**config.mk**
```make
export PLATFORM = sky130hd
export DESIGN_NAME = fsqrt_unit
export DESIGN_NICKNAME = d
export VERILOG_FILES = /design/src/fsqrt_pkg.sv /design/src/fsqrt_exponent.sv /design/src/fsqrt_operation.sv /design/src/fsqrt_round.sv /design/src/fsqrt_unit.sv
export SDC_FILE = /design/constraint.sdc
export NUM_CORES = 1
export LEC_CHECK = 0
export BUFFER_PORTS_ARGS = -buffer_cell sky130_fd_sc_hd__clkbuf_2
export CORE_MARGIN = 8
export CORE_UTILIZATION = 50
export CTS_CLUSTER_DIAMETER = 100
export DETAILED_ROUTE_END_ITERATION = 8
export PLACE_DENSITY_LB_ADDON = 0.1
export RECOVER_POWER = 100
export SYNTH_ARGS = -nofsm -noshare
export SYNTH_HDL_FRONTEND = slang
export SYNTH_SLANG_ARGS = --single-unit
```
**constraint.sdc**
```tcl
create_clock -name clk -period 5 [get_ports clk]
set_input_delay 0.75 -clock clk [delete_from_list [all_inputs] [get_ports clk]]
set_output_delay 0.75 -clock clk [all_outputs]
set_load 0.05 [all_outputs]
```
**src/fsqrt_pkg.sv**
```systemverilog
package fsqrt_pkg;

    // one root bit per iteration: 24 significand bits, a guard bit and a round bit.
    localparam int sqrt_iterations = 26;

    localparam int float_width = 32;
    localparam int exponent_width = 8;
    localparam int mantissa_width = 23;
    localparam int reg_addr_width = 5;

    typedef logic [float_width-1:0] float_t;
    typedef logic [reg_addr_width-1:0] reg_addr_t;
    typedef logic [exponent_width-1:0] exponent_t;

    // two radicand bits are consumed per root bit.
    typedef logic [2*sqrt_iterations-1:0] radicand_t;
    typedef logic [sqrt_iterations-1:0] root_t;
    typedef logic [sqrt_iterations+1:0] remainder_t;

    typedef enum logic [1:0] {
        CLASS_NORMAL,
        CLASS_ZERO,
        CLASS_INF,
        CLASS_NAN
    } operand_class_t;

    localparam exponent_t exponent_bias = 8'd127;
    localparam exponent_t exponent_max = 8'hff;

    localparam float_t canonical_nan = 32'h7fc0_0000;
    localparam float_t positive_inf = 32'h7f80_0000;

endpackage

```
**src/fsqrt_exponent.sv**
```systemverilog
`timescale 1ns/100ps

module fsqrt_exponent
    import fsqrt_pkg::*;
(
    input  logic           clk,
    input  logic           rst,

    input  logic           in_valid,
    output logic           in_ready,
    input  float_t         in_operand,
    input  reg_addr_t      in_reg_addr,

    output logic           exp_valid,
    input  logic           exp_ready,
    output exponent_t      exp_exponent,
    output radicand_t      exp_radicand,
    output operand_class_t exp_class,
    output logic           exp_sign,
    output reg_addr_t      exp_reg_addr
);

    logic sign;
    exponent_t biased_exponent;
    logic [mantissa_width-1:0] mantissa;
    logic [exponent_width:0] exponent_sum;
    operand_class_t operand_class;
    radicand_t radicand;
    logic load;

    assign sign = in_operand[float_width-1];
    assign biased_exponent = in_operand[float_width-2 -: exponent_width];
    assign mantissa = in_operand[mantissa_width-1:0];

    always_comb begin
        if (biased_exponent == '0) begin
            operand_class = CLASS_ZERO; // subnormals are flushed to zero.
        end else if (biased_exponent == exponent_max) begin
            operand_class = (mantissa == '0) ? CLASS_INF : CLASS_NAN;
        end else begin
            operand_class = CLASS_NORMAL;
        end
    end

    // (e + bias) / 2 rounds down, which drops the odd unbiased exponent by one.
    assign exponent_sum = {1'b0, biased_exponent} + {1'b0, exponent_bias};

    // an even biased exponent means an odd unbiased one, so the significand doubles.
    assign radicand = biased_exponent[0]
        ? {2'b01, mantissa, {(2*sqrt_iterations-mantissa_width-2){1'b0}}}
        : {1'b1, mantissa, {(2*sqrt_iterations-mantissa_width-1){1'b0}}};

    assign in_ready = !exp_valid || exp_ready;
    assign load = in_valid && in_ready;

    always_ff @(posedge clk) begin
        if (rst) begin
            exp_valid <= 1'b0;
        end else if (load) begin
            exp_valid <= 1'b1;
        end else if (exp_ready) begin
            exp_valid <= 1'b0;
        end
    end

    always_ff @(posedge clk) begin
        if (load) begin
            exp_exponent <= exponent_sum[exponent_width:1];
            exp_radicand <= radicand;
            exp_class <= operand_class;
            exp_sign <= sign;
            exp_reg_addr <= in_reg_addr;
        end
    end

    a_exp_payload_stable: assert property (@(posedge clk) disable iff (rst)
        exp_valid && !exp_ready |=> exp_valid
            && $stable({exp_exponent, exp_radicand, exp_class, exp_sign, exp_reg_addr}));

endmodule

```
**src/fsqrt_operation.sv**
```systemverilog
`timescale 1ns/100ps

module fsqrt_operation
    import fsqrt_pkg::*;
(
    input  logic           clk,
    input  logic           rst,

    input  logic           exp_valid,
    output logic           exp_ready,
    input  exponent_t      exp_exponent,
    input  radicand_t      exp_radicand,
    input  operand_class_t exp_class,
    input  logic           exp_sign,
    input  reg_addr_t      exp_reg_addr,

    output logic           op_valid,
    input  logic           op_ready,
    output root_t          op_root,
    output logic           op_sticky,
    output exponent_t      op_exponent,
    output operand_class_t op_class,
    output logic           op_sign,
    output reg_addr_t      op_reg_addr
);

    localparam int counter_width = $clog2(sqrt_iterations + 1);
    localparam logic [counter_width-1:0] last_count = counter_width'(sqrt_iterations);

    logic [counter_width-1:0] counter, next_counter;
    logic enable, consume, produce;
    radicand_t radicand, next_radicand;
    root_t root, next_root;
    remainder_t remainder, next_remainder;

    assign consume = (counter == '0);
    assign produce = (counter == last_count);
    assign enable = (!consume || exp_valid) && (!produce || op_ready);

    assign exp_ready = consume;
    assign op_valid = produce;

    // the consume cycle already performs the first step, so counts 0 to 25 give 26 bits.
    always_comb begin
        radicand_t start_radicand;
        root_t start_root;
        remainder_t start_remainder;
        remainder_t shifted;
        logic [sqrt_iterations+2:0] trial;

        start_radicand = radicand;
        start_root = root;
        start_remainder = remainder;
        if (consume) begin
            start_radicand = exp_radicand;
            start_root = '0;
            start_remainder = '0;
        end

        shifted = {start_remainder[sqrt_iterations-1:0],
                   start_radicand[2*sqrt_iterations-1 -: 2]};
        trial = {1'b0, shifted} - {1'b0, start_root, 2'b01};

        next_radicand = start_radicand << 2;
        if (trial[sqrt_iterations+2]) begin
            next_remainder = shifted; // negative trial, restore.
            next_root = {start_root[sqrt_iterations-2:0], 1'b0};
        end else begin
            next_remainder = trial[sqrt_iterations+1:0];
            next_root = {start_root[sqrt_iterations-2:0], 1'b1};
        end

        next_counter = produce ? '0 : counter + counter_width'(1);
    end

    always_ff @(posedge clk) begin
        if (rst) begin
            counter <= '0;
        end else if (enable) begin
            counter <= next_counter;
        end
    end

    always_ff @(posedge clk) begin
        if (enable) begin
            radicand <= next_radicand;
            root <= next_root;
            remainder <= next_remainder;
        end
        if (enable && consume) begin
            op_exponent <= exp_exponent;
            op_class <= exp_class;
            op_sign <= exp_sign;
            op_reg_addr <= exp_reg_addr;
        end
    end

    assign op_root = root;
    assign op_sticky = (remainder != '0); // any leftover means the root is not exact.

    a_counter_range: assert property (@(posedge clk) disable iff (rst)
        counter <= last_count);

    a_one_accept_per_pass: assert property (@(posedge clk) disable iff (rst)
        exp_valid && exp_ready |=> !exp_ready [*sqrt_iterations]);

endmodule

```
**src/fsqrt_round.sv**
```systemverilog
`timescale 1ns/100ps

module fsqrt_round
    import fsqrt_pkg::*;
#(
    parameter int OUTPUT_REGISTER_MODE = 1
)(
    input  logic           clk,
    input  logic           rst,

    input  logic           op_valid,
    output logic           op_ready,
    input  root_t          op_root,
    input  logic           op_sticky,
    input  exponent_t      op_exponent,
    input  operand_class_t op_class,
    input  logic           op_sign,
    input  reg_addr_t      op_reg_addr,

    output logic           out_valid,
    input  logic           out_ready,
    output float_t         out_result,
    output reg_addr_t      out_reg_addr,
    output logic           out_invalid,
    output logic           out_inexact
);

    logic guard_bit, round_bit, round_up;
    logic [mantissa_width+1:0] rounded;
    exponent_t result_exponent;
    logic [mantissa_width-1:0] result_mantissa;
    float_t next_result;
    logic next_invalid, next_inexact;

    assign guard_bit = op_root[1];
    assign round_bit = op_root[0];
    assign round_up = guard_bit && (round_bit || op_sticky || op_root[2]); // ties go to even.
    assign rounded = {1'b0, op_root[sqrt_iterations-1:2]}
                   + {{(mantissa_width+1){1'b0}}, round_up};

    always_comb begin
        if (rounded[mantissa_width+1]) begin
            result_exponent = op_exponent + exponent_t'(1); // carried out to 2.0.
            result_mantissa = rounded[mantissa_width:1];
        end else begin
            result_exponent = op_exponent;
            result_mantissa = rounded[mantissa_width-1:0];
        end
    end

    always_comb begin
        next_result = {1'b0, result_exponent, result_mantissa};
        next_invalid = 1'b0;
        next_inexact = 1'b0;
        if (op_class == CLASS_NAN) begin
            next_result = canonical_nan;
        end else if (op_class == CLASS_ZERO) begin
            next_result = {op_sign, {(float_width-1){1'b0}}};
        end else if (op_sign) begin
            next_result = canonical_nan;
            next_invalid = 1'b1;
        end else if (op_class == CLASS_INF) begin
            next_result = positive_inf;
        end else begin
            next_inexact = guard_bit || round_bit || op_sticky;
        end
    end

    generate
        if (OUTPUT_REGISTER_MODE == 1) begin : g_registered
            assign op_ready = !out_valid || out_ready;

            always_ff @(posedge clk) begin
                if (rst) begin
                    out_valid <= 1'b0;
                end else if (op_valid && op_ready) begin
                    out_valid <= 1'b1;
                end else if (out_ready) begin
                    out_valid <= 1'b0;
                end
            end

            always_ff @(posedge clk) begin
                if (op_valid && op_ready) begin
                    out_result <= next_result;
                    out_reg_addr <= op_reg_addr;
                    out_invalid <= next_invalid;
                    out_inexact <= next_inexact;
                end
            end
        end else begin : g_combinational
            assign op_ready = out_ready;
            assign out_valid = op_valid;
            assign out_result = next_result;
            assign out_reg_addr = op_reg_addr;
            assign out_invalid = next_invalid;
            assign out_inexact = next_inexact;
        end
    endgenerate

    a_flags_exclusive: assert property (@(posedge clk) disable iff (rst)
        out_valid |-> !(out_invalid && out_inexact));

endmodule

```
**src/fsqrt_unit.sv**
```systemverilog
`timescale 1ns/100ps

module fsqrt_unit
    import fsqrt_pkg::*;
#(
    parameter int OUTPUT_REGISTER_MODE = 1
)(
    input  logic      clk,
    input  logic      rst,

    input  logic      in_valid,
    output logic      in_ready,
    input  float_t    in_operand,
    input  reg_addr_t in_reg_addr,

    output logic      out_valid,
    input  logic      out_ready,
    output float_t    out_result,
    output reg_addr_t out_reg_addr,
    output logic      out_invalid,
    output logic      out_inexact
);

    logic exp_valid, exp_ready;
    exponent_t exp_exponent;
    radicand_t exp_radicand;
    operand_class_t exp_class;
    logic exp_sign;
    reg_addr_t exp_reg_addr;

    logic op_valid, op_ready;
    root_t op_root;
    logic op_sticky;
    exponent_t op_exponent;
    operand_class_t op_class;
    logic op_sign;
    reg_addr_t op_reg_addr;

    fsqrt_exponent i_exponent (
        .clk, .rst,
        .in_valid, .in_ready, .in_operand, .in_reg_addr,
        .exp_valid, .exp_ready, .exp_exponent, .exp_radicand,
        .exp_class, .exp_sign, .exp_reg_addr
    );

    fsqrt_operation i_operation (
        .clk, .rst,
        .exp_valid, .exp_ready, .exp_exponent, .exp_radicand,
        .exp_class, .exp_sign, .exp_reg_addr,
        .op_valid, .op_ready, .op_root, .op_sticky,
        .op_exponent, .op_class, .op_sign, .op_reg_addr
    );

    fsqrt_round #(
        .OUTPUT_REGISTER_MODE(OUTPUT_REGISTER_MODE)
    ) i_round (
        .clk, .rst,
        .op_valid, .op_ready, .op_root, .op_sticky,
        .op_exponent, .op_class, .op_sign, .op_reg_addr,
        .out_valid, .out_ready, .out_result, .out_reg_addr,
        .out_invalid, .out_inexact
    );

endmodule

```
== Yosys cells after proc, flatten, opt, wreduce, memory -nomap -nowiden ==
Index checks and enable logic that the tools add are counted.
Storage, ports and cells
  register bits: 234
  input port bits: 41
  output and inout port bits: 41
  logic and storage cells: 80
Operators by class
  add/sub/neg operators: 5
  eq/ne operators: 5
  mux-type cells: 19
  bitwise logic cells: 1
  reductions and logical operators: 26
Operator list (count)
  $mux W52: 2
  $mux W32: 2
  $mux W26: 2
  $mux W31: 1
  $sub A28 B28 Y29: 1
  $mux W28: 1
  $reduce_bool A28 Y1: 1
  $add A24 B1 Y25: 1
  $logic_not A23 Y1: 1
  $mux W23: 1
  $add A8 B7 Y9 const B: 1
  $add A8 B1 Y8 const B: 1
  $eq A8 B8 Y1 const B: 1
  $logic_not A8 Y1: 1
  $logic_or A1 B1 Y1: 8
  $mux W1: 8
  $mux W8: 1
  $add A5 B1 Y5 const B: 1
  $eq A5 B5 Y1 const B: 1
  $logic_and A1 B1 Y1: 5
  $logic_not A5 Y1: 1
  $mux W5: 1
  $eq A2 B2 Y1 const B: 2
  $logic_not A1 Y1: 4
  5 further kinds: 7

== Logic depth before layout (Yosys ltp) ==
  depth in word-level cells: 9
  gate-level depth with buffers: 21
  depth with buffers taken out: 15

== By module ==
A second synthesis with hierarchy kept.
Unflattened totals
  cells, all modules: 1061
  area total of the unflattened synthesis: 11283.3 um^2
By module, submodules not included
  fsqrt_operation: times used 1, cells an instance 733, area each 7141.8 um^2, seq. area each 3703.6 um^2
  fsqrt_round: times used 1, cells an instance 190, area each 2139.6 um^2, seq. area each 1191.1 um^2
  fsqrt_exponent: times used 1, cells an instance 138, area each 2001.9 um^2, seq. area each 1251.2 um^2

== Worst setup path after synthesis ==
Ideal clock, no wire load.
  path kind: reg2reg
  start point: register i_operation.counter[0]
  end point: register i_operation.remainder[27], data pin
  setup time: 260 ps
  arrival: 4195 ps
  setup slack: 544 ps
  stages on the path, launching flop included: 20
  path buffers: 5
  period minus slack after synthesis: 4456 ps
  cell sequence: dfxtp_1 -> inv_1 -> ha_1 -> or4b_1 -> buf_2 -> buf_6 -> clkbuf_1 -> clkbuf_1 -> clkbuf_1 -> nand2_1 -> ha_1 -> o21ai_0 -> mux2_2 -> a21o_1 -> a2111o_1 -> and3_4 -> o31ai_2 -> a311oi_2 -> xnor2_1 -> mux2_4
Between the ends
  cells in the longest elaborated chain, start to end: 4
  elaborated cells between the ends (all ways): 6
RTL lines
  start: declaration: line fsqrt_operation.sv:30  | logic [counter_width-1:0] counter, next_counter;
  start signal: assignment: line fsqrt_operation.sv:80  | counter <= next_counter;
  $logic_not A5 Y1 *: line fsqrt_operation.sv:36  | assign consume = (counter == '0);
  $mux W52 / $mux W26 (equally long branches): line fsqrt_operation.sv:54  | if (consume) begin
  $sub A28 B28 Y29: line fsqrt_operation.sv:62  | trial = {1'b0, shifted} - {1'b0, start_root, 2'b01};
  $mux W28 *: line fsqrt_operation.sv:65  | if (trial[sqrt_iterations+2]) begin
  named net i_operation.next_remainder[27]: line fsqrt_operation.sv:34  | remainder_t remainder, next_remainder;
  end signal: assignment: line fsqrt_operation.sv:88  | remainder <= next_remainder;
  end: declaration: line fsqrt_operation.sv:34
The timed path passes the listed nets; every way through them passes the cells marked *.
A chain may end at the register's enable or synchronous reset.

== Worst setup path in the final report ==
Same ends and word-level chain as after synthesis.

==> flow_summary.json <==
{
  "slowest_stage": "or4b_2",
  "grt_pass1_vias": 6662,
  "synth_compound_area_frac": 0.113,
  "die_w_um": 157,
  "slew-limit-headroom": -1.35,
  "arrival_ns": 4.78,
  "required_ns": 5.19,
  "fmax_mhz": 218,
  "grt_max_degree": 45,
  "finalHoldViolCount": 0,
  "core_mm2": 0.0195,
  "async_flop_share": 0,
  "cp_top_family": "simple AND/OR/NAND/NOR gates",
  "hold_class": "flip-flop to flip-flop",
  "area_growth_pct": 11.3,
  "fillers": 1672,
  "initialDrtViolationCount": 415,
  "cts_tree": "done",
  "num_rows": 51,
  "ys_ff_latch": 180,
  "synth_top_family_by_area": "simple AND/OR/NAND/NOR gates",
  "synth_area_leader_cell": "edfxtp_1",
  "cts_inserted_buffers": 17,
  "cts_setup_buffers": 0,
  "nets": 1058,
  "synth.most_common_cell": "edfxtp_1",
  "max_stage_delay_ns": 0.87,
  "critPathBufInv": 1,
  "dieHeight_um": 157,
  "skew_ns": 0.0112,
  "portBuffers": 81,
  "endpoint_kind": "flip-flop",
  "detail_route.vias_per_cell": 5.43,
  "slew_viol_final": 83,
  "clock-root-buffer": "clkbuf_16",
  "synth_area_mm2": 0.00994,
  "path_clk_slew_ns": 0.07,
  "post_cts_resize_count": 0,
  "cts.path.max_buffers": 2,
  "drc": 0,
  "tightest_slew_ns": 3.51,
  "ant_nets": 0,
  "ctsHoldBuffers": 0,
  "timing.final.crit_share": 0.919,
  "synthCells": 921,
  "synth_area_leaders": "edfxtp_1 52%, nand2_1 5.1%, ha_1 3.9%, a21oi_1 3.4%, xnor2_1 2.9%",
  "failed_checks": "capacitance limit, slew limit",
  "yosysTopAreaCellShare": 0.523,
  "synth_commonest_cells": "173 x edfxtp_1, 134 x nand2_1, 67 x a21oi_1, 61 x nor2_1, 43 x inv_1",
  "rsz0062_at_grt": "no",
  "antenna_found_initial": 0,
  "muxShareOfSynthArea": 0.0363,
  "ys_seq_area_frac": 0.537,
  "yosysUniqueCellTypes": 78,
  "synth-simple-area-share": 0.181,
  "synth_edf_count": 173,
  "wl_per_cell_um": 15.8,
  "htreeDepth": 4,
  "cp-start-kind": "flip-flop",
  "worstPathMaxFanout": 21,
  "ys_warn_count": 0,
  "drt_pass1_iterations": 5,
  "setup_viol": 0,
  "postSynthAreaPerCell_um2": 10.8,
  "maxCapViolCount": 2,
  "synth-xor-area-share": 0.0538,
  "critical_path_class": "flip-flop to flip-flop",
  "synth_fp_nets": 993,
  "grt-ovfl-total": 0,
  "place_congestion": 0.874,
  "grt_usage": 0.169,
  "synthAdderAreaFrac": 0.0400,
  "drive_gt1_frac": 0.129,
  "insertedDiodeCount": 0,
  "cp_common_cell": "ha_1",
  "path_cells": "inv_1 -> ha_1 -> or4b_2 -> and2_0 -> ha_1 -> o21ai_0 -> mux2_2 -> a21o_1 -> a2111o_1 -> and3_4 -> o31ai_1 -> a311oi_2 -> xnor2_1 -> mux2_4",
  "vias": 6861,
  "dp_hpwl_um": 14100,
  "start_util": 0.511,
  "status": "finished, violations left",
  "setup_tns_ns": 0,
  "numClockSinks": 180,
  "grt_pass1_wl_um": 33000,
  "pin_count": 82,
  "min_period_ns": 4.59,
  "dieArea_mm2": 0.0246,
  "clk_latency_ns": 0.44,
  "wl_um": 20000,
  "synth_ff_type": "edfxtp_1"
}
-- layout by cell type, fill, tap and decap left out, drive strengths merged, types with 3 or more instances in the layout --
master and n:
nor4 17, nor2 61, ha 31, nand2b 13, a21o 11, and3 11
inv 50, o31ai 4, mux2i 3, dfxtp 7, xnor2 33, buf 7
and4 4, mux2 29, and2 39, edfxtp 173, o211ai 4, o21ai 26
a41oi 3, clkbuf 103, xor2 28, o221ai 6, or2 6, clkinv 6
nor2b 8, a21oi 71, nand3 23, or3 3, nand4 18, a211oi 3
nor3 16, a31oi 6, nand2 134, o21a 10
-- state kept, by name (all words and copies together) (netlist names), 5 cells and up --
name and count:
i_round.out_reg_addr 5, i_exponent.exp_reg_addr 5, i_exponent.exp_radicand 25, i_operation.remainder 28, i_operation.op_exponent 8, i_operation.op_reg_addr 5
i_round.out_result 32, i_operation.op_root 26, i_exponent.exp_exponent 8, i_operation.counter 5, i_operation.radicand 23
-- area by class of cell --
cell class | count | area, um^2 | area share
tap | 265 | 332 | 0.0300
clock buffer | 17 | 425 | 0.0385
timing repair buffer | 93 | 440 | 0.0398
inverter | 43 | 161 | 0.0146
clock inverter | 15 | 183 | 0.0165
multi-input combinational | 651 | 4190 | 0.378
sequential | 180 | 5340 | 0.482
-- metal layers --
metal	track usage	vias up	share of wire
met5	0	-	0
met4	0.0618	0	0.014
met3	0.0285	21	0.044
met2	0.268	158	0.46
met1	0.229	3218	0.48
li1	-	3464	-
-- per-stage QoR --
stage / cell area [um^2] / instances / util / hold slack (ns) / setup WS, ns
6_report: 11100 / 1264 / 0.568 / 0.418 / 0.406
3_5_place_dp: 10600 / 1232 / 0.544 / 0.405 / 0.539
2_1_floorplan: 9940 / 921 / - / 0.400 / 0.544
5_1_grt: 11100 / 1264 / 0.568 / 0.427 / 0.107
4_1_cts: 11200 / 1264 / 0.575 / 0.415 / 0.506
3_3_place_gp: 10600 / 1232 / 0.544 / 0.401 / 0.609
-- logic make-up (layout without fill, tap and decap cells) --
| family | after synthesis | in the layout |
|---|---|---|
| AOI/OAI and AO/OA | 165 | 165 |
| xor gates and xnor gates | 61 | 61 |
| adders and majority gates | 32 | 32 |
| buffers and inverters | 90 | 168 |
| DFF | 180 | 180 |
| muxes | 32 | 32 |
| and+or+nand+nor | 361 | 361 |
-- worst paths after layout --
path | slack, ns | depth (start not counted) | start | endpoint
worst min register to register | 0.42 | 0 | i_exponent.exp_reg_addr[3] | i_operation.op_reg_addr[3]
worst max register to register | 0.41 | 14 | i_operation.counter[0] | i_operation.remainder[27]
worst min-delay path | 0.42 | 0 | i_exponent.exp_reg_addr[3] | i_operation.op_reg_addr[3]
worst max-delay path | 0.41 | 14 | i_operation.counter[0] | i_operation.remainder[27]
-- worst register-to-register path, stage by stage (launching register included) --
cell      delay (ns)
dfxtp_1         0.34
inv_1           0.11
ha_1            0.16
or4b_2          0.87
and2_0          0.31
ha_1            0.34
o21ai_0         0.09
mux2_2          0.28
a21o_1          0.22
a2111o_1        0.47
and3_4          0.21
o31ai_1         0.40
a311oi_2        0.17
xnor2_1         0.14
mux2_4          0.25
Power is left out: the tool's default activity adds up to more than one toggle a clock period on the data nets, which glitch-free logic cannot reach.
